File: config.mk
export PLATFORM = sky130hd
export DESIGN_NAME = lsu_done_arbiter
export DESIGN_NICKNAME = d
export VERILOG_FILES = /design/src/hw/lsu_conf_pkg.sv /design/src/hw/lsu_pkg.sv /design/src/hw/lsu_done_arbiter.sv
export SDC_FILE = /design/constraint.sdc
export NUM_CORES = 1
export LEC_CHECK = 0
export BUFFER_PORTS_ARGS = -buffer_cell sky130_fd_sc_hd__buf_2
export CORE_UTILIZATION = 44
export DETAILED_ROUTE_END_ITERATION = 16
export PLACE_DENSITY_LB_ADDON = 0.3
export SKIP_LAST_GASP = 1
export SLEW_MARGIN = 25
export SYNTH_ARGS = -nofsm -noshare
export SYNTH_HDL_FRONTEND = slang
export SYNTH_SLANG_ARGS = --single-unit
export TNS_END_PERCENT = 5
File: constraint.sdc
create_clock -name i_clk -period 2 [get_ports i_clk]
set_input_delay 0.2 -clock i_clk [delete_from_list [all_inputs] [get_ports i_clk]]
set_output_delay 0.2 -clock i_clk [all_outputs]
set_load 0.02 [all_outputs]
File: src/hw/lsu_conf_pkg.sv
package lsu_conf_pkg;

  // Data path width
  localparam int XLEN_W = 32;

  // ROB ids wrap around, ages compare by modular distance
  localparam int ROB_ID_W = 5;

  // L1D data array, word addressed
  localparam int DCACHE_WORDS  = 64;
  localparam int DCACHE_ADDR_W = 6;

endpackage

File: src/hw/lsu_pkg.sv
package lsu_pkg;

  // ------------------------------------------------------------------------
  // Dispatch
  // ------------------------------------------------------------------------
  typedef enum logic {
    CAT_LD = 1'b0,
    CAT_ST = 1'b1
  } inst_cat_e;

  typedef struct packed {
    logic [6:0]                      preg;
    logic [lsu_conf_pkg::XLEN_W-8:0] rsvd;
  } ld_payload_t;

  typedef struct packed {
    logic [lsu_conf_pkg::XLEN_W-1:0] data;
  } st_payload_t;

  // Category selects the valid view
  typedef union packed {
    ld_payload_t ld;
    st_payload_t st;
  } disp_payload_u;

  typedef struct packed {
    logic                                   valid;
    inst_cat_e                              cat;
    logic [lsu_conf_pkg::ROB_ID_W-1:0]      rob_id;
    logic [lsu_conf_pkg::DCACHE_ADDR_W-1:0] addr;
    disp_payload_u                          payload;
  } disp_t;

  typedef struct packed {
    logic                              valid;
    logic [lsu_conf_pkg::ROB_ID_W-1:0] rob_id;
  } commit_t;

  typedef struct packed {
    logic                              valid;
    logic [lsu_conf_pkg::ROB_ID_W-1:0] rob_id;
    logic                              is_load;
    logic [lsu_conf_pkg::XLEN_W-1:0]   data;
  } done_rpt_t;

  // ------------------------------------------------------------------------
  // Forwarding and L1D ports
  // ------------------------------------------------------------------------
  typedef struct packed {
    logic                                   valid;
    logic [lsu_conf_pkg::ROB_ID_W-1:0]      rob_id;
    logic [lsu_conf_pkg::DCACHE_ADDR_W-1:0] addr;
  } fwd_req_t;

  typedef struct packed {
    logic                            hit;
    logic [lsu_conf_pkg::XLEN_W-1:0] data;
  } fwd_resp_t;

  typedef struct packed {
    logic                                   valid;
    logic [lsu_conf_pkg::DCACHE_ADDR_W-1:0] addr;
  } l1d_rd_req_t;

  typedef struct packed {
    logic                                   valid;
    logic [lsu_conf_pkg::DCACHE_ADDR_W-1:0] addr;
    logic [lsu_conf_pkg::XLEN_W-1:0]        data;
  } l1d_wr_req_t;

  // True when a is older than b in the ROB
  function automatic logic rob_older(
    input logic [lsu_conf_pkg::ROB_ID_W-1:0] a,
    input logic [lsu_conf_pkg::ROB_ID_W-1:0] b
  );
    logic [lsu_conf_pkg::ROB_ID_W-1:0] diff;
    diff = a - b;
    return diff[lsu_conf_pkg::ROB_ID_W-1];
  endfunction

endpackage

File: src/hw/lsu_done_arbiter.sv
`timescale 1ns/1ps

module lsu_done_arbiter (
  input  logic               i_clk,
  input  logic               i_reset_n,
  input  lsu_pkg::done_rpt_t i_ld_report,
  input  lsu_pkg::done_rpt_t i_st_report,
  output logic               o_st_rpt_ready,
  output lsu_pkg::done_rpt_t o_done_report
);

  lsu_pkg::done_rpt_t r_pend;
  lsu_pkg::done_rpt_t r_out;

  logic w_st_take;

  // Store side stalls while a parked report waits
  assign o_st_rpt_ready = !r_pend.valid;
  assign w_st_take      = i_st_report.valid && o_st_rpt_ready;

  always_ff @(posedge i_clk or negedge i_reset_n) begin
    if (!i_reset_n) begin
      r_pend <= '0;
      r_out  <= '0;
    end else begin
      if (i_ld_report.valid) begin
        // Load wins, a colliding store is parked
        r_out <= i_ld_report;
        if (w_st_take) begin
          r_pend <= i_st_report;
        end
      end else if (r_pend.valid) begin
        r_out        <= r_pend;
        r_pend.valid <= 1'b0;
      end else begin
        r_out <= i_st_report;
      end
    end
  end

  assign o_done_report = r_out;

  // A parked store report survives until it is sent
  a_pend_held: assert property (
    @(posedge i_clk) disable iff (!i_reset_n)
    r_pend.valid && i_ld_report.valid |=> r_pend.valid && $stable(r_pend.rob_id)
  );

endmodule

==> run metrics <==
DP Cell Count=457; Die Y=88.7 um; final hold vios=0; skew final=6.89 ps; via count=2,235; grt ovf=0; final worst slack=435 ps; initial core utilization=45.6%; leak pwr=2.13 nW; deepest clock path buffer count=2; slowest CP cell=dfrtp_2; number of clock sinks=78; Nets=450; sequential area share after synthesis=59.0%; type of the worst setup path=flop to flop; clk root buf=clkbuf_8; TritonRoute pass-1 iters=4; HP Class=input pin to flop; Unique masters post-synth=13; Yosys top cell area share=59.0%; flop and latch count out of synthesis=78; Synth Flop Type=dfrtp_1; Final Wtd Congestion=0.728; count leader, synth=dfrtp_1; Final Slew Violations=0; PwrDens=896 nW/um^2; fillers=639; Via density=4.72; Core Footprint=7250 um^2; post-synth top area cell=dfrtp_1; Avg Cell Area, Syn=13.1 um^2; Diodes inserted=0; CP Cell Sequence=nand3b_4 -> buf_12 -> mux2_2; setup_tns=0 ps; status=completed; Final period util=78.3%; dpl ws=424 ps; Critical Path AT=1780 ps; ranking of synthesized cells by area=dfrtp_1 59%, mux2i_1 12%, mux2_4 9.1%; final WL=6340 um; clk slew on worst S/H paths=80 ps; Rel. slew slack=56.7%; worst slew pin tran=649 ps; Max-cap violations=0; largest net degree at the start of global routing=79; Cells after Synth=252; unrepaired setup endpoints after global routing=false; Crit Path Max Fanout=23; vias in the first global route=2,136; Req. time, crit path=2220 ps; first-pass GRT wire length=9930 um; row cnt=31; slowest stage delay, CP=500 ps; residual DRC count=0; antenna violations before repair=0; Post-CTS Setup Inserts=0; initial DRC count=54; Worst setup SP type=flop; Routed wire per std cell=13.4 um; Total GRT Usage=16.7%; syn_nets=332; hold_ws=71.9 ps; warnings from Yosys=0; worst-skew pair later-pin latency=330 ps; Post-synth EDFFs=0; Routed Antenna Nets=0; boundary pin count=120; Max VDD drop=0.000366 V; area growth from synthesis to layout=27.0%; Final min period=1570 ps; H-tree depth=3; Die ar.=7870 um^2; Max Clock Freq=639 MHz; CTS tree=done; Detailed Place HPWL=4270 um; fin cells=474; Post-Syn Area=3310 um^2; Num CTS Buffers=9; Port-buffer cells=119; Crit. End Element=flop; Die X=88.7 um; Async SR Flop Fraction=100%; top cells by count, synth=78 x dfrtp_1, 38 x mux2i_1, 38 x nand2_1, 38 x o21ai_0, 20 x mux2_4; share of layout cells above drive strength 1=48.0%; final setup fails=0
layout make-up:
cell class / count / area [um^2] / share of cell area (%)
sequential: 78 / 1950 / 46.5
clock inverter: 6 / 61.3 / 1.46
inverter: 1 / 3.75 / 0.0894
multi-input combinational: 155 / 1250 / 29.8
tap: 99 / 124 / 2.95
timing repair buffer: 125 / 671 / 16.0
clock buffer: 10 / 138 / 3.28
stage by stage:
stage	total power [mW]	utilization [%]	cell area, um^2
2_1_floorplan	2.38	-	3310
3_3_place_gp	2.63	55.0	3990
3_5_place_dp	2.65	55.0	3990
4_1_cts	3.82	57.9	4200
5_1_grt	3.97	57.9	4200
6_report	3.76	57.9	4200
report_power, final:
group | internal [mW] | leakage, nW | switching, mW
sequential | 1.80 | 0.926 | 0.101
clock | 0.606 | 0.102 | 0.543
combinational | 0.366 | 1.10 | 0.345
total | 2.77 | 2.13 | 0.989
what timing repair did:
item,CTS,global route
hold buffers,1,0
resized for setup,0,0
hold endpoints to repair,48,0
sequential cells by signal, summed over array words and instances, names as in the netlist:
name	flops
o_done_report	39
r_pend	39
critical path: cells and delay by family (launching register included):
family	cells	cell delay (ps)
AND/OR/NAND/NOR	1	340
multiplexers	1	360
flip-flops	1	500
buffers and inverters	1	240
cell families after synthesis:
| logic type | Yosys count | synth area share (%) |
|---|---|---|
| AOI/OAI and AO/OA | 39 | 5.98 |
| and+or+nand+nor | 40 | 5.11 |
| DFF | 78 | 59.0 |
| buffers and inverters | 19 | 3.18 |
| muxes | 76 | 26.7 |
final timing paths:
kind                                  from                end  slack [ps]  cells after the start
max                             r_pend[38]         r_pend[14]         430                      3
min                        i_ld_report[15]  o_done_report[15]          70                      3
max reg2reg                     r_pend[38]         r_pend[14]         430                      3
min reg2reg                      r_pend[1]          r_pend[1]         510                      1
max in group asynchronous        i_reset_n   o_done_report[5]         990                      3
min in group asynchronous        i_reset_n  o_done_report[28]         430                      2
routing by layer:
metal,global-route usage [%],wire (um)
met5,0,0
met4,6.16,61
met3,3.82,348
met2,28.0,3080
met1,21.1,2850
cell usage in the layout (no fill, tap or decap), types with 2 or more instances in the layout:
master,n
mux2_4,20
clkbuf_8,10
buf_2,118
nand2_1,38
buf_12,2
mux2i_1,38
dfrtp_1,77
clkinv_2,3
buf_4,4
mux2_2,18
o21ai_0,38
Power figures use the tool's default switching activity.
