===== src/hw/lsu_conf_pkg.sv =====
package lsu_conf_pkg;

  // Data path width
  localparam int XLEN_W = 32;

  // ROB ids wrap around, ages compare by modular distance
  localparam int ROB_ID_W = 5;

  // L1D data array, word addressed
  localparam int DCACHE_WORDS  = 64;
  localparam int DCACHE_ADDR_W = 6;

endpackage


===== src/hw/lsu_pkg.sv =====
package lsu_pkg;

  // ------------------------------------------------------------------------
  // Dispatch
  // ------------------------------------------------------------------------
  typedef enum logic {
    CAT_LD = 1'b0,
    CAT_ST = 1'b1
  } inst_cat_e;

  typedef struct packed {
    logic [6:0]                      preg;
    logic [lsu_conf_pkg::XLEN_W-8:0] rsvd;
  } ld_payload_t;

  typedef struct packed {
    logic [lsu_conf_pkg::XLEN_W-1:0] data;
  } st_payload_t;

  // Category selects the valid view
  typedef union packed {
    ld_payload_t ld;
    st_payload_t st;
  } disp_payload_u;

  typedef struct packed {
    logic                                   valid;
    inst_cat_e                              cat;
    logic [lsu_conf_pkg::ROB_ID_W-1:0]      rob_id;
    logic [lsu_conf_pkg::DCACHE_ADDR_W-1:0] addr;
    disp_payload_u                          payload;
  } disp_t;

  typedef struct packed {
    logic                              valid;
    logic [lsu_conf_pkg::ROB_ID_W-1:0] rob_id;
  } commit_t;

  typedef struct packed {
    logic                              valid;
    logic [lsu_conf_pkg::ROB_ID_W-1:0] rob_id;
    logic                              is_load;
    logic [lsu_conf_pkg::XLEN_W-1:0]   data;
  } done_rpt_t;

  // ------------------------------------------------------------------------
  // Forwarding and L1D ports
  // ------------------------------------------------------------------------
  typedef struct packed {
    logic                                   valid;
    logic [lsu_conf_pkg::ROB_ID_W-1:0]      rob_id;
    logic [lsu_conf_pkg::DCACHE_ADDR_W-1:0] addr;
  } fwd_req_t;

  typedef struct packed {
    logic                            hit;
    logic [lsu_conf_pkg::XLEN_W-1:0] data;
  } fwd_resp_t;

  typedef struct packed {
    logic                                   valid;
    logic [lsu_conf_pkg::DCACHE_ADDR_W-1:0] addr;
  } l1d_rd_req_t;

  typedef struct packed {
    logic                                   valid;
    logic [lsu_conf_pkg::DCACHE_ADDR_W-1:0] addr;
    logic [lsu_conf_pkg::XLEN_W-1:0]        data;
  } l1d_wr_req_t;

  // True when a is older than b in the ROB
  function automatic logic rob_older(
    input logic [lsu_conf_pkg::ROB_ID_W-1:0] a,
    input logic [lsu_conf_pkg::ROB_ID_W-1:0] b
  );
    logic [lsu_conf_pkg::ROB_ID_W-1:0] diff;
    diff = a - b;
    return diff[lsu_conf_pkg::ROB_ID_W-1];
  endfunction

endpackage


===== src/hw/lsu_dcache.sv =====
`timescale 1ns/1ps

module lsu_dcache (
  input  logic                            i_clk,
  input  logic                            i_reset_n,
  input  lsu_pkg::l1d_rd_req_t            i_snoop_req,
  input  lsu_pkg::l1d_rd_req_t            i_ld_req,
  input  lsu_pkg::l1d_wr_req_t            i_wr_req,
  output logic                            o_ld_grant,
  output logic [lsu_conf_pkg::XLEN_W-1:0] o_rd_data,
  output logic                            o_snoop_resp_valid,
  output logic [lsu_conf_pkg::XLEN_W-1:0] o_snoop_resp_data
);

  logic [lsu_conf_pkg::XLEN_W-1:0] r_mem [lsu_conf_pkg::DCACHE_WORDS];
  logic [lsu_conf_pkg::XLEN_W-1:0] r_rd_data;
  logic                            r_snoop_vld;

  logic [lsu_conf_pkg::DCACHE_ADDR_W-1:0] w_rd_addr;

  // Snoop owns the read port whenever present
  assign o_ld_grant = i_ld_req.valid && !i_snoop_req.valid;
  assign w_rd_addr  = i_snoop_req.valid ? i_snoop_req.addr : i_ld_req.addr;

  always_ff @(posedge i_clk or negedge i_reset_n) begin
    if (!i_reset_n) begin
      r_snoop_vld <= 1'b0;
      for (int i = 0; i < lsu_conf_pkg::DCACHE_WORDS; i++) begin
        r_mem[i] <= '0;
      end
    end else begin
      r_snoop_vld <= i_snoop_req.valid;
      if (i_wr_req.valid) begin
        r_mem[i_wr_req.addr] <= i_wr_req.data;
      end
    end
  end

  // Same-cycle write to the read address is bypassed
  always_ff @(posedge i_clk) begin
    if (i_wr_req.valid && (i_wr_req.addr == w_rd_addr)) begin
      r_rd_data <= i_wr_req.data;
    end else begin
      r_rd_data <= r_mem[w_rd_addr];
    end
  end

  assign o_rd_data          = r_rd_data;
  assign o_snoop_resp_valid = r_snoop_vld;
  assign o_snoop_resp_data  = r_rd_data;

endmodule


===== config.mk =====
export PLATFORM = sky130hd
export DESIGN_NAME = lsu_dcache
export DESIGN_NICKNAME = d
export VERILOG_FILES = /design/src/hw/lsu_conf_pkg.sv /design/src/hw/lsu_pkg.sv /design/src/hw/lsu_dcache.sv
export SDC_FILE = /design/constraint.sdc
export NUM_CORES = 2
export LEC_CHECK = 0
export BUFFER_PORTS_ARGS = -buffer_cell sky130_fd_sc_hd__buf_2
export CORE_ASPECT_RATIO = 0.8
export CORE_MARGIN = 3
export CORE_UTILIZATION = 45
export CTS_CLUSTER_SIZE = 24
export DETAILED_ROUTE_END_ITERATION = 12
export GPL_TIMING_DRIVEN = 0
export SETUP_SLACK_MARGIN = 0.3
export SYNTH_ARGS = -nofsm -noshare
export SYNTH_HDL_FRONTEND = slang
export SYNTH_SLANG_ARGS = --single-unit
export TNS_END_PERCENT = 20

===== constraint.sdc =====
create_clock -name i_clk -period 4.4 [get_ports i_clk]
set_input_delay 0.88 -clock i_clk [delete_from_list [all_inputs] [get_ports i_clk]]
set_output_delay 0.88 -clock i_clk [all_outputs]
set_load 0.01 [all_outputs]

==> flow_summary.ini <==
[outcome]
status = finished with violations
violations = capacitance limit, slew limit

[route]
routed_wl_um = 306000
vias = 60200
drt-initial-drc-count = 5738
dr.pass1.iters = 6
drt-wirelength-per-cell_um = 30.3
remaining_drc_errors = 0
viasPerCell = 5.96
final_antenna_net_count = 0

[cts]
cts_root_buf = clkbuf_16
htree_levels = 4
clkSlewWorstSetupHoldPaths_ns = 0.06
cts_made_buffers = 209
cts_tree = done
clockBufferDepth = 3
insertion_delay_ns = 0.86
clkSinkCount = 2081

[logic_synthesis]
ys_seq_area_share_pct = 54.9
synthArstFlopShare_pct = 98.5
yosys_register_bits = 2081
synth_nets = 6835
synth_warnings = 0
syn_area_um2 = 94500
synth_top_flop_cell = dfrtp_1
synth_edf_count = 0
synth_cells = 6780
syn_avg_cell_area_um2 = 13.9
ys_types = 41

[sta]
fin_tns_setup_ns = 0
setup_slack_ns = 0.000427
rsz0062_at_grt = yes
finalMaxSlewViolations = 11
period_share_pct = 100
min_period_ns = 4.40
finalSetupViolCount = 0
hold_viol = 0
max_slew_margin_pct = -8.69
worst_pin_slew_ns = 1.63
clock_skew_ns = 0.0342
fmax_mhz = 227

[placed_design]
pre_cts_ws_ns = -1.85
place_area_um2 = 98900
hpwl_um = 230000
gp_congestion = 0.938
io_buffers = 88
place_inst = 9676

[power_and_ir_drop]
irDropWorstVdd_v = 0.000459
p_leak_uw = 0.0485
power_density_nw_per_um2 = 463

[layout]
fin_cells = 10100
post-route-cell-area_um2 = 107000
nets = 7151
drive_gt1_share_pct = 40.1
fill_cells = 17700
multi_input_area_um2 = 39600
syn_to_final_growth_pct = 12.7
seqCellArea_um2 = 51900

[die]
rows = 149
start_util_pct = 45.6
fp.dieW_um = 518
die_area_um2 = 216000
ios = 121
core_um2 = 207000
die_y_um = 416

[grt]
grt_pass1_vias = 61300
grt_pass1_wl_um = 439000
grt_max_degree = 178
antenna_found_initial = 30
grt_use_total_pct = 28.0
gr-total-overflow = 0

[critical_path]
critPathMaxFanout = 10
cp.required_ns = 5.07
crit_arrival_ns = 5.07
start_kind = input pin
cp-end-kind = flop
crit_type = input pin to flop

[run]
drv_cap = 2

[min_path]
hp-class = input pin to asynchronous set/reset pin
[routing by layer]
metal	wire length [µm]	GRT usage [%]	vias up
met5	42	0	-
met4	12100	10.9	6
met3	25000	6.92	490
met2	132000	40.9	2207
met1	137000	40.3	32100
li1	-	-	25400
[cell usage after synthesis, drive strengths merged (3+ instances only)]
library cell / instances / area [µm²]
o21ai: 16 / 80.1
nor2: 91 / 342
clkbuf: 543 / 2040
xnor2: 6 / 52.6
nor2b: 5 / 31.3
or3: 63 / 394
a41oi: 31 / 272
mux2: 2039 / 23000
o32a: 31 / 310
nand4: 5 / 31.3
a2111oi: 93 / 815
o221ai: 124 / 1090
o22ai: 62 / 388
nand2: 422 / 1580
mux2i: 384 / 3850
nand3b: 3 / 22.5
buf: 180 / 1090
a32oi: 3 / 26.3
and2: 35 / 219
a21oi: 279 / 1400
mux4: 231 / 5200
a221oi: 31 / 272
dfxtp: 32 / 641
nand3: 6 / 30.0
dfrtp: 2049 / 51300
[critical path: stages]
cell and delay (ns):
buf_2 0.27, buf_4 0.25, buf_4 0.22, mux2i_1 1.16
xnor2_1 0.22, nor3_1 0.23, nand4_1 0.26, clkbuf_2 0.45
clkbuf_2 0.35, a41oi_1 0.75
[per-stage QoR]
stage | total power [µW] | utilization [%] | hold WS, ns
2_1_floorplan | 27500 | - | 0.445
3_3_place_gp | 30200 | 47.4 | 0.458
3_5_place_dp | 30500 | 47.6 | 0.471
4_1_cts | 49500 | 51.3 | 0.0169
5_1_grt | 51200 | 51.3 | 0.0620
6_report | 49300 | 51.3 | 0.0429
[area by class of cell]
type	instances	area share [%]
diodes	36	0.0846
plain buffers	723	3.01
clock buffers	306	5.91
clock inverters	78	0.990
inverters	2	0.00705
multi-input cells	3974	37.2
flip-flops and latches	2081	48.7
well taps	2793	3.28
repair buffers	105	0.818
[worst paths after layout]
path | start | to | slack, ns | depth (start not counted)
setup / recovery | i_snoop_req[6] | o_rd_data[3] | 0.0004 | 10
hold / removal | i_reset_n | r_mem[730] | 0.04 | 2
setup reg to reg | r_mem[387] | o_rd_data[3] | 1.71 | 4
hold reg to reg | r_mem[1406] | r_mem[1406] | 0.49 | 2
max in group asynchronous | i_reset_n | r_mem[1490] | 0.92 | 6
min in group i_clk | i_snoop_req[6] | o_snoop_resp_valid | 0.32 | 1
[sequential cells by signal, indices dropped and copies added, names as in the netlist]
name                count
o_snoop_resp_valid      1
r_mem                2048
o_rd_data              32
[timing repair]
item | 4_1_cts | 5_1_grt
gates cloned | 0 | 0
buffers inserted | 1 | 0
hold endpoints to repair | 73 | 0
resized for setup | 37 | 24
setup endpoints to repair | 32 | 22
hold buffers | 1 | 0
[kinds of logic (layout without fill, tap and decap cells)]
family | after synthesis | count (layout) | synth area share, %
compound gates | 675 | 675 | 4.96
xor+xnor | 6 | 6 | 0.0556
buf+inv | 725 | 1214 | 3.32
flops | 2081 | 2081 | 54.9
mux | 2654 | 2654 | 33.9
other cells | 0 | 36 | 0
simple gates | 639 | 639 | 2.87
[power by group]
part	internal [µW]	total, µW	switching [µW]
Clock	11200	19100	7880
Combinational	3410	7280	3870
Sequential	21700	23000	1320
Total	36300	49300	13100
[placed cells by master (no fill, tap or decap), types with 53 or more instances in the layout]
cell | Yosys | routed
clkbuf_8 | 0 | 59
buf_4 | 54 | 60
clkbuf_1 | 543 | 548
buf_2 | 72 | 153
mux4_2 | 231 | 231
mux2_2 | 2038 | 2038
or3_1 | 63 | 63
o221ai_1 | 124 | 124
o22ai_1 | 62 | 53
a21oi_1 | 279 | 279
nand2_1 | 422 | 422
mux2i_1 | 383 | 382
a2111oi_0 | 93 | 93
nor2_1 | 91 | 90
clkbuf_16 | 0 | 214
dfrtp_1 | 2049 | 2049
Note: power is estimated with default switching activity, not from simulation.
