==> src/hw/lsu_conf_pkg.sv <==
package lsu_conf_pkg;

  // Data path width
  localparam int XLEN_W = 32;

  // ROB ids wrap around, ages compare by modular distance
  localparam int ROB_ID_W = 5;

  // L1D data array, word addressed
  localparam int DCACHE_WORDS  = 64;
  localparam int DCACHE_ADDR_W = 6;

endpackage

==> src/hw/lsu_pkg.sv <==
package lsu_pkg;

  // ------------------------------------------------------------------------
  // Dispatch
  // ------------------------------------------------------------------------
  typedef enum logic {
    CAT_LD = 1'b0,
    CAT_ST = 1'b1
  } inst_cat_e;

  typedef struct packed {
    logic [6:0]                      preg;
    logic [lsu_conf_pkg::XLEN_W-8:0] rsvd;
  } ld_payload_t;

  typedef struct packed {
    logic [lsu_conf_pkg::XLEN_W-1:0] data;
  } st_payload_t;

  // Category selects the valid view
  typedef union packed {
    ld_payload_t ld;
    st_payload_t st;
  } disp_payload_u;

  typedef struct packed {
    logic                                   valid;
    inst_cat_e                              cat;
    logic [lsu_conf_pkg::ROB_ID_W-1:0]      rob_id;
    logic [lsu_conf_pkg::DCACHE_ADDR_W-1:0] addr;
    disp_payload_u                          payload;
  } disp_t;

  typedef struct packed {
    logic                              valid;
    logic [lsu_conf_pkg::ROB_ID_W-1:0] rob_id;
  } commit_t;

  typedef struct packed {
    logic                              valid;
    logic [lsu_conf_pkg::ROB_ID_W-1:0] rob_id;
    logic                              is_load;
    logic [lsu_conf_pkg::XLEN_W-1:0]   data;
  } done_rpt_t;

  // ------------------------------------------------------------------------
  // Forwarding and L1D ports
  // ------------------------------------------------------------------------
  typedef struct packed {
    logic                                   valid;
    logic [lsu_conf_pkg::ROB_ID_W-1:0]      rob_id;
    logic [lsu_conf_pkg::DCACHE_ADDR_W-1:0] addr;
  } fwd_req_t;

  typedef struct packed {
    logic                            hit;
    logic [lsu_conf_pkg::XLEN_W-1:0] data;
  } fwd_resp_t;

  typedef struct packed {
    logic                                   valid;
    logic [lsu_conf_pkg::DCACHE_ADDR_W-1:0] addr;
  } l1d_rd_req_t;

  typedef struct packed {
    logic                                   valid;
    logic [lsu_conf_pkg::DCACHE_ADDR_W-1:0] addr;
    logic [lsu_conf_pkg::XLEN_W-1:0]        data;
  } l1d_wr_req_t;

  // True when a is older than b in the ROB
  function automatic logic rob_older(
    input logic [lsu_conf_pkg::ROB_ID_W-1:0] a,
    input logic [lsu_conf_pkg::ROB_ID_W-1:0] b
  );
    logic [lsu_conf_pkg::ROB_ID_W-1:0] diff;
    diff = a - b;
    return diff[lsu_conf_pkg::ROB_ID_W-1];
  endfunction

endpackage

==> src/hw/lsu_stq.sv <==
`timescale 1ns/1ps

module lsu_stq #(
  parameter int STQ_DEPTH = 4
) (
  input  logic                 i_clk,
  input  logic                 i_reset_n,
  input  lsu_pkg::disp_t       i_disp,
  input  lsu_pkg::commit_t     i_commit,
  input  lsu_pkg::fwd_req_t    i_fwd_req,
  input  logic                 i_st_rpt_ready,
  output logic                 o_full,
  output logic                 o_empty,
  output lsu_pkg::fwd_resp_t   o_fwd_resp,
  output lsu_pkg::l1d_wr_req_t o_wr_req,
  output lsu_pkg::done_rpt_t   o_done_report
);

  localparam int IDX_W = $clog2(STQ_DEPTH);

  typedef struct packed {
    logic [lsu_conf_pkg::ROB_ID_W-1:0]      rob_id;
    logic [lsu_conf_pkg::DCACHE_ADDR_W-1:0] addr;
    logic [lsu_conf_pkg::XLEN_W-1:0]        data;
  } st_entry_t;

  logic [STQ_DEPTH-1:0] r_valid;
  logic [STQ_DEPTH-1:0] r_rptd;
  logic [STQ_DEPTH-1:0] r_cmtd;
  st_entry_t            r_ent [STQ_DEPTH];
  logic [IDX_W-1:0]     r_head;
  logic [IDX_W-1:0]     r_tail;
  logic [IDX_W-1:0]     r_rpt_ptr;

  logic                 w_alloc;
  logic                 w_rpt_take;
  logic [STQ_DEPTH-1:0] w_cmt_hit;
  logic                 w_fwd_hit;
  logic [IDX_W-1:0]     w_fwd_idx;

  function automatic logic [IDX_W-1:0] f_next(input logic [IDX_W-1:0] ptr);
    return (ptr == IDX_W'(STQ_DEPTH - 1)) ? '0 : ptr + 1'b1;
  endfunction

  assign o_full  = &r_valid;
  assign o_empty = ~|r_valid;
  assign w_alloc = i_disp.valid && (i_disp.cat == lsu_pkg::CAT_ST) && !o_full;

  // Reports go out in dispatch order
  assign o_done_report.valid   = r_valid[r_rpt_ptr] && !r_rptd[r_rpt_ptr];
  assign o_done_report.rob_id  = r_ent[r_rpt_ptr].rob_id;
  assign o_done_report.is_load = 1'b0;
  assign o_done_report.data    = '0;
  assign w_rpt_take            = o_done_report.valid && i_st_rpt_ready;

  // Head drains once committed
  assign o_wr_req.valid = r_valid[r_head] && r_cmtd[r_head];
  assign o_wr_req.addr  = r_ent[r_head].addr;
  assign o_wr_req.data  = r_ent[r_head].data;

  // ------------------------------------------------------------------------
  // Forwarding: youngest store older than the load, same address
  // ------------------------------------------------------------------------
  always_comb begin
    w_fwd_hit = 1'b0;
    w_fwd_idx = '0;
    for (int i = 0; i < STQ_DEPTH; i++) begin
      w_cmt_hit[i] = i_commit.valid && r_valid[i] && (r_ent[i].rob_id == i_commit.rob_id);
      if (i_fwd_req.valid && r_valid[i] && (r_ent[i].addr == i_fwd_req.addr) &&
          lsu_pkg::rob_older(r_ent[i].rob_id, i_fwd_req.rob_id) &&
          (!w_fwd_hit || lsu_pkg::rob_older(r_ent[w_fwd_idx].rob_id, r_ent[i].rob_id))) begin
        w_fwd_hit = 1'b1;
        w_fwd_idx = IDX_W'(i);
      end
    end
  end

  assign o_fwd_resp.hit  = w_fwd_hit;
  assign o_fwd_resp.data = r_ent[w_fwd_idx].data;

  always_ff @(posedge i_clk or negedge i_reset_n) begin
    if (!i_reset_n) begin
      r_valid   <= '0;
      r_rptd    <= '0;
      r_cmtd    <= '0;
      r_head    <= '0;
      r_tail    <= '0;
      r_rpt_ptr <= '0;
    end else begin
      if (w_alloc) begin
        r_valid[r_tail] <= 1'b1;
        r_rptd[r_tail]  <= 1'b0;
        r_cmtd[r_tail]  <= 1'b0;
        r_tail          <= f_next(r_tail);
      end
      if (w_rpt_take) begin
        r_rptd[r_rpt_ptr] <= 1'b1;
        r_rpt_ptr         <= f_next(r_rpt_ptr);
      end
      for (int i = 0; i < STQ_DEPTH; i++) begin
        if (w_cmt_hit[i]) begin
          r_cmtd[i] <= 1'b1;
        end
      end
      if (o_wr_req.valid) begin
        r_valid[r_head] <= 1'b0;
        r_head          <= f_next(r_head);
      end
    end
  end

  always_ff @(posedge i_clk) begin
    if (w_alloc) begin
      r_ent[r_tail].rob_id <= i_disp.rob_id;
      r_ent[r_tail].addr   <= i_disp.addr;
      r_ent[r_tail].data   <= i_disp.payload.st.data;
    end
  end

  // ROB may only commit a store whose done report already left
  a_commit_known: assert property (
    @(posedge i_clk) disable iff (!i_reset_n)
    i_commit.valid |-> |(w_cmt_hit & r_rptd)
  );

endmodule

==> config.mk <==
export PLATFORM = sky130hd
export DESIGN_NAME = lsu_stq
export DESIGN_NICKNAME = d
export VERILOG_FILES = /design/src/hw/lsu_conf_pkg.sv /design/src/hw/lsu_pkg.sv /design/src/hw/lsu_stq.sv
export SDC_FILE = /design/constraint.sdc
export NUM_CORES = 1
export LEC_CHECK = 0
export BUFFER_PORTS_ARGS = -buffer_cell sky130_fd_sc_hd__buf_2
export CORE_ASPECT_RATIO = 1.25
export CORE_UTILIZATION = 53
export DETAILED_ROUTE_END_ITERATION = 6
export GPL_TIMING_DRIVEN = 1
export PLACE_DENSITY = 0.76
export RECOVER_POWER = 50
export SYNTH_ARGS = -nofsm -noshare
export SYNTH_HDL_FRONTEND = slang
export SYNTH_SLANG_ARGS = --single-unit
==> constraint.sdc <==
create_clock -name i_clk -period 6.1 [get_ports i_clk]
set_input_delay 0 -clock i_clk [delete_from_list [all_inputs] [get_ports i_clk]]
set_output_delay 0 -clock i_clk [all_outputs]
set_load 0.01 [all_outputs]
==> metrics.cfg, run 1 <==
[global_routing]
gr-max-usage-layer = met2
grt_max_degree = 46
gr-total-overflow = 0
grt_pass1_wl_um = 37160
grt_pass1_vias = 6749
grtUsageMet1_pct = 31.36
antenna_found_initial = 0
use_met3_pct = 5.075
gr-usage-all-layers_pct = 25.48
grt.met2_usage_pct = 43.98

[logic_synthesis]
ys_seq_elements = 190
postSynthAreaPerCell_sq_um = 13.32
synth_top_area_cell = edfxtp_1
yosys_most_used_dff = edfxtp_1
synth_edf_count = 172
synth_area_leaders = edfxtp_1 52%, mux4_2 9.7%, dfrtp_1 4.5%, ha_1 4.1%, mux2i_1 3.5%
yosysSeqAreaShare_pct = 56.12
ys_types = 62
yosys_warnings = 0
synth_area_sq_um = 10010
synth_top_area_share_pct = 51.62
synth_async_sr_flop_share_pct = 9.474
synthesis.instances = 751

[final_layout]
drive_gt1_share_pct = 22.94
final_area_sq_um = 12290
num-nets-final = 1058
areaGrowthSynthToFinish_pct = 22.78
fillCellCount = 1314
fin_cells = 1200
antenna_cells = 0
postLayoutCoreUtil_pct = 67.12

[critical_path]
r2r_cells = 6
worst_ep_arrival_time_ns = 5.82
r2r_start = r_head[0]
cpPeakStageDelay_ns = 0.54
critPathKind = reg2out
r2r-end = r_head[0]
cp-start-kind = flop
path_max_fanout = 9
cp.required_ns = 6.10
end_kind = output pin
rrSetupSlack_ns = 1.69
cp_slowest_cell = or4_4

[timing]
fmax_mhz = 171.8
finalMaxSlewViolations = 46
setup_viol = 0
fin_skew_ns = 0.01997
min_period_ns = 5.820
finalHoldViolations = 0
tightest_slew_ns = 3.639
finalCritPeriodShare_pct = 95.42
whs_ns = 0.01884
relSlewSlack_pct = -142.6

[clock_network]
htree_levels = 4
clk_path_buf_depth = 2
clock_latency_ns = 0.44
cts_tree = yes
clockRootBuffer = clkbuf_16
clkTransAtPathRegs_ns = 0.07
clock-sinks = 190
cts_buffers = 17

[detailed_routing]
viasPerCell = 5.799
wl_per_cell_um = 20.24
drt_iter0_markers = 616
drcViolationCount = 27
firstDrtPassIters = 7
ant_nets = 0
wirelength_um = 24290
vias = 6959

[power]
p_leak_nw = 4.502
peakVddDrop_uv = 225.5
p_per_area_nw_per_um2 = 335.3

[floorplanning]
dieArea_sq_um = 19440
core_area_sq_um = 18310
dieWidth_um = 124.9
start_util_pct = 54.66
fp-row-count = 55
boundaryPins = 179
fp.dieH_um = 155.6

[run_status]
violations = design-rule violations, max-capacitance violations, max-slew violations
status = finished with violations

[hold_path]
holdPathStages = 4
hold_path_class = in2reg
min_to = r_cmtd[1]
worstHoldStart = i_commit[2]

[placement]
placedCellCount = 1099
place.gp.congestion = 0.9107
io_buffers = 145
hpwl_um = 14970
postPlaceCellArea_sq_um = 10880

[run]
cap_viol_max_count = 1

## layout by cell type, fill, tap and decap left out, types with 3 or more instances in the layout
cell | synthesis | final
buf_4 | 40 | 28
inv_1 | 28 | 24
dfrtp_1 | 18 | 16
conb_1 | 1 | 33
nor2b_1 | 4 | 4
clkbuf_16 | 0 | 18
or4_1 | 4 | 3
mux2i_1 | 35 | 34
xnor2_1 | 27 | 27
mux4_2 | 43 | 43
ha_1 | 33 | 31
o22ai_1 | 34 | 31
edfxtp_1 | 172 | 172
nor3_1 | 5 | 4
buf_2 | 0 | 75
a21oi_1 | 40 | 39
xor2_1 | 25 | 25
nand2_1 | 56 | 56
clkbuf_1 | 32 | 72
inv_2 | 0 | 4
clkinv_8 | 0 | 3
and3_1 | 4 | 4
o22ai_2 | 0 | 3
nand4_1 | 5 | 5
dlygate4sd3_1 | 0 | 50
buf_12 | 0 | 5
o21a_1 | 7 | 7
o211ai_1 | 3 | 3
nor2_1 | 47 | 46
nand2b_1 | 6 | 6
a21o_1 | 7 | 7
nand3_1 | 9 | 7
inv_8 | 0 | 4
o21ai_0 | 15 | 14
a22o_1 | 4 | 4
## Yosys cell counts (all sizes together), types with 2 or more instances
library cell / number
o22ai: 34
mux2: 3
xor2: 25
mux4: 43
nor4: 4
edfxtp: 172
nand2: 57
nand4: 5
and2: 2
a2bb2oi: 2
nor3: 5
a21oi: 40
xnor2: 27
a2111oi: 3
nor3b: 2
clkbuf: 32
a21o: 7
inv: 28
or3: 2
o21a: 7
nor2: 48
dfrtp: 18
ha: 33
and3: 4
o21ai: 16
a211o: 2
a22o: 4
buf: 43
or4: 5
mux2i: 35
a22oi: 2
nor2b: 4
o211ai: 3
nand2b: 6
nand3: 9
## critical path, delay by kind of cell (launching register included)
kind	cells	cell delay, ns
AO/OA/AOI/OAI	9	1.65
AND/OR/NAND/NOR	8	1.61
adder cells (fa/ha/maj)	2	0.65
buffers and inverters	3	0.47
flip-flops	1	0.42
multiplexers	2	0.41
XOR/XNOR	1	0.18
## layout make-up
class | count | area, sq um | share of cell area [%]
sequential | 190 | 5618 | 45.73
multi-input combinational | 491 | 4170 | 33.94
clock buffer | 17 | 425.4 | 3.463
tap | 228 | 285.3 | 2.322
clock inverter | 15 | 200.2 | 1.629
inverter | 28 | 105.1 | 0.8555
timing repair buffer | 231 | 1481 | 12.06
## per-stage QoR
| stage | worst slack [ns] | power [mW] | TNS (ns) |
|---|---|---|---|
| after floorplan | 0.5318 | 2.527 | 0 |
| after global placement | 0.005440 | 2.925 | 0 |
| after detailed placement | -0.1721 | 2.938 | -1.974 |
| after CTS | 0.02161 | 4.125 | 0 |
| after global routing | -0.01042 | 4.314 | -0.01173 |
| final | 0.2796 | 4.119 | 0 |
## flip-flops by register name, summed over array words and instances, names as in the netlist
register,count
r_rpt_ptr,2
r_head,2
r_tail,2
r_cmtd,4
r_ent,172
r_rptd,4
r_valid,4
## layer usage
metal,vias up,wire length (um)
met4,0,716
li1,3215,-
met3,41,1712
met5,-,0
met2,295,12240
met1,3408,9620
## how the worst max path moves through the flow
stage,from,to,cells after the start
finish,r_ent[0][36],o_fwd_resp[15],25
global route,r_ent[0][36],o_fwd_resp[2],25
CTS,r_ent[0][39],o_fwd_resp[14],26
detailed placement,r_ent[0][39],o_fwd_resp[21],24
global placement,r_ent[0][39],o_fwd_resp[21],24
floorplan,r_ent[0][39],o_fwd_resp[22],24
## power breakdown
group	switching [mW]	leakage, nW	total (mW)	internal [mW]
Clock	0.522	0.300	1.15	0.627
Sequential	0.135	1.77	1.74	1.60
Combinational	0.668	2.43	1.23	0.565
## what timing repair did
| action | in CTS | in global routing |
|---|---|---|
| hold buffers | 50 | 0 |
| cloned | 1 | 1 |
| buffers inserted | 6 | 11 |
| resized for setup | 8 | 27 |
| pin swaps | 2 | 9 |
| endpoints found under the setup margin | 32 | 32 |
| hold endpoints to repair | 194 | 0 |
## logic make-up (layout without fill, tap and decap cells)
group	after synthesis	count (layout)	synth area share [%]
flip-flops	190	190	56.12
XOR/XNOR	52	52	4.552
buffers and inverters	103	291	5.365
AND/OR/NAND/NOR	157	157	7.553
AO/OA/AOI/OAI	134	135	8.728
other	1	33	0.03748
adder cells (fa/ha/maj)	33	33	4.127
multiplexers	81	81	13.52
No activity file was read; power rests on OpenSTA's default activity.
==> run 2, diff against run 1 <==
--- a/config.mk
+++ b/config.mk
@@ -7,10 +7,10 @@
 export LEC_CHECK = 0
 export BUFFER_PORTS_ARGS = -buffer_cell sky130_fd_sc_hd__buf_2
 export CORE_ASPECT_RATIO = 1.25
-export CORE_UTILIZATION = 53
+export CORE_UTILIZATION = 51
 export DETAILED_ROUTE_END_ITERATION = 6
 export GPL_TIMING_DRIVEN = 1
-export PLACE_DENSITY = 0.76
+export PLACE_DENSITY = 0.74
 export RECOVER_POWER = 50
 export SYNTH_ARGS = -nofsm -noshare
 export SYNTH_HDL_FRONTEND = slang
==> run 2 against run 1 <==
The flow finishes with violations (max-capacitance violations, max-slew violations). Sequential power up 2%. Worst setup slack got worse by 0.10 ns. Die area increased by 3.9%. Cell count rose by 2.7%. Clock-buffer cell count grew 2. Register-to-register slack gained 1.0 ns. First-iteration DRC count shrank 34%. Sequential share of layout area increased by 0.32 points. Power down 3.5%. Largest power group unchanged. Highest routed layer unchanged.
==> metrics.cfg, run 2 (same netlist as run 1, synthesis figures left out) <==
[run_status]
status = finished with violations
violations = max-capacitance violations, max-slew violations

[power]
intPower_mw = 2.692
clkPwrFrac_pct = 24.9
p_seq_share_pct = 44.8
switching_share_pct = 32.24
p_sw_mw = 1.281
p_leak_nw = 4.487
peakVddDrop_uv = 218.6
finalPower_mw = 3.973
comb_power_share_pct = 30.3
p_per_area_nw_per_um2 = 325.7

[floorplanning]
dieArea_sq_um = 20190
boundaryPins = 179
start_util_pct = 52.70
fp.dieH_um = 158.6
dieWidth_um = 127.3
fp-row-count = 56
core_area_sq_um = 18990

[critical_path]
crit_top_cell = ha_1
cp-start-kind = flop
crit_path_cell_trace = ha_1 > o21a_1 > nor2_1 > or3_4 > o2111a_2 > nor2_4 > mux2_2 > ha_1 > a211o_1 > o21ai_0 > and4b_1 > mux2i_2 > and2_4 > nor2_1 > a21oi_1 > ha_1 > buf_4 > nand3_1 > a41o_1 > a21o_1 > a221oi_4 > buf_8 > o22ai_1 > buf_2
critPathKind = reg2out
cpPeakStageDelay_ns = 0.50
end_kind = output pin
cp_slowest_cell = edfxtp_1
path_max_fanout = 22
worst_ep_arrival_time_ns = 5.92
cp.required_ns = 6.10

[final_layout]
antenna_cells = 0
drive_gt1_share_pct = 23.79
multiInputGateArea_sq_um = 4139
largest_reg_flops = 172
fillCellCount = 1464
final_common_cell = edfxtp_1
postLayoutCoreUtil_pct = 64.23
max_flop_register = r_ent
areaGrowthSynthToFinish_pct = 21.90
num-nets-final = 1058
seqCellArea_sq_um = 5617
final_cell_mix = 172 x edfxtp_1, 89 x buf_2, 59 x clkbuf_1

[placement]
place.gp.congestion = 0.8751
hpwl_um = 15860
io_buffers = 145

[timing]
finalCritPeriodShare_pct = 97.12
rsz0062_at_grt = yes
min_period_ns = 5.924
fin_skew_ns = 0.009993
relSlewSlack_pct = -61.35
setup_viol = 0
finalMaxSlewViolations = 38
tightest_slew_ns = 2.420
fmax_mhz = 168.8
finalHoldViolations = 0

[detailed_routing]
met2WireLength_um = 13000
firstDrtPassIters = 5
ant_nets = 0
vias = 7122
wl_met1_um = 9701
drcViolationCount = 0
top_layer_used = met4
drt_iter0_markers = 405
wl_met3_um = 1625
wl_per_cell_um = 20.31
viasPerCell = 5.781
wirelength_um = 25030

[run]
cap_viol_max_count = 1

[global_routing]
grt_max_degree = 65
grt_pass1_vias = 7052
antenna_found_initial = 0
gr-total-overflow = 0
grt_pass1_wl_um = 37290
gr-usage-all-layers_pct = 24.99

[clock_network]
clk_path_buf_depth = 2
clock-sinks = 190
clockRootBuffer = clkbuf_16
clkTransAtPathRegs_ns = 0.07
clock_latency_ns = 0.42
cts_tree = yes
cts_buffers = 17
htree_levels = 4

[hold_path]
hold_path_class = in2reg

## run 2: cell count changes in the layout (fill, tap and decap cells not counted), moves of 3 or more
cell      change
buf_2        +14
buf_4         +5
clkbuf_1     -13
clkinv_8      -3
inv_1         +3
inv_2         -3
inv_8         -4
## run 2: area by class of cell
type | instances | share of cell area (%)
clock inverters | 12 | 0.7284
flip-flops and latches | 190 | 46.05
repair buffers | 232 | 12.20
clock buffers | 19 | 3.549
well taps | 261 | 2.677
multi-input cells | 490 | 33.94
inverters | 28 | 0.8617
## run 2: through the flow
stage               area, sq um  cells  TNS (ns)  setup slack [ns]  hold WS (ns)
global route              12200   1232    -2.539           -0.1152       0.03165
detailed placement        10920   1130  -0.01759          -0.01330      -0.04544
global placement          10920   1130         0            0.1048      -0.04868
floorplan                 10130    783         0            0.5318       -0.2956
finish                    12200   1232         0            0.1756       0.02583
CTS                       11970   1213         0           0.01152      0.001569
## run 2: power groups by stage
stage | registers [mW] | logic [mW] | clock network [mW]
after floorplan | 1.70 | 0.824 | 0
after global placement | 1.80 | 1.14 | 0
after detailed placement | 1.80 | 1.15 | 0
after CTS | 1.78 | 1.19 | 1.00
after global routing | 1.80 | 1.31 | 1.05
final | 1.78 | 1.20 | 0.990
## run 2: worst paths after layout
check / start / to / slack (ns) / cells after the start
worst max register to register: r_head[1] / r_valid[0] / 2.73 / 4
worst max-delay path: r_ent[0][41] / o_fwd_resp[8] / 0.18 / 24
worst min register to register: r_cmtd[1] / r_cmtd[1] / 0.50 / 2
worst min-delay path: i_commit[1] / r_cmtd[3] / 0.03 / 4
min in group asynchronous: i_reset_n / r_rptd[3] / 0.25 / 2
max in group asynchronous: i_reset_n / r_head[0] / 5.19 / 2
## run 2: critical path: cells and delay by family (launching register included)
family	cells	cell delay, ns
adders and majority gates	3	0.91
DFF	1	0.50
AOI/OAI and AO/OA	9	1.75
and+or+nand+nor	7	1.36
buffers and inverters	3	0.52
muxes	2	0.47
## run 2: routing by layer
metal,global-route usage [%],vias up
met2,44.11,323
met4,11.45,0
li1,-,3193
met3,4.738,55
met1,29.66,3551
met5,0,-
## run 2: repair_timing
item	in CTS	in global routing
pin swaps	1	10
endpoints found under the hold margin	196	0
hold buffers	48	0
setup buffers	4	18
gates cloned	0	1
resized for setup	5	24
endpoints found under the setup margin	32	32
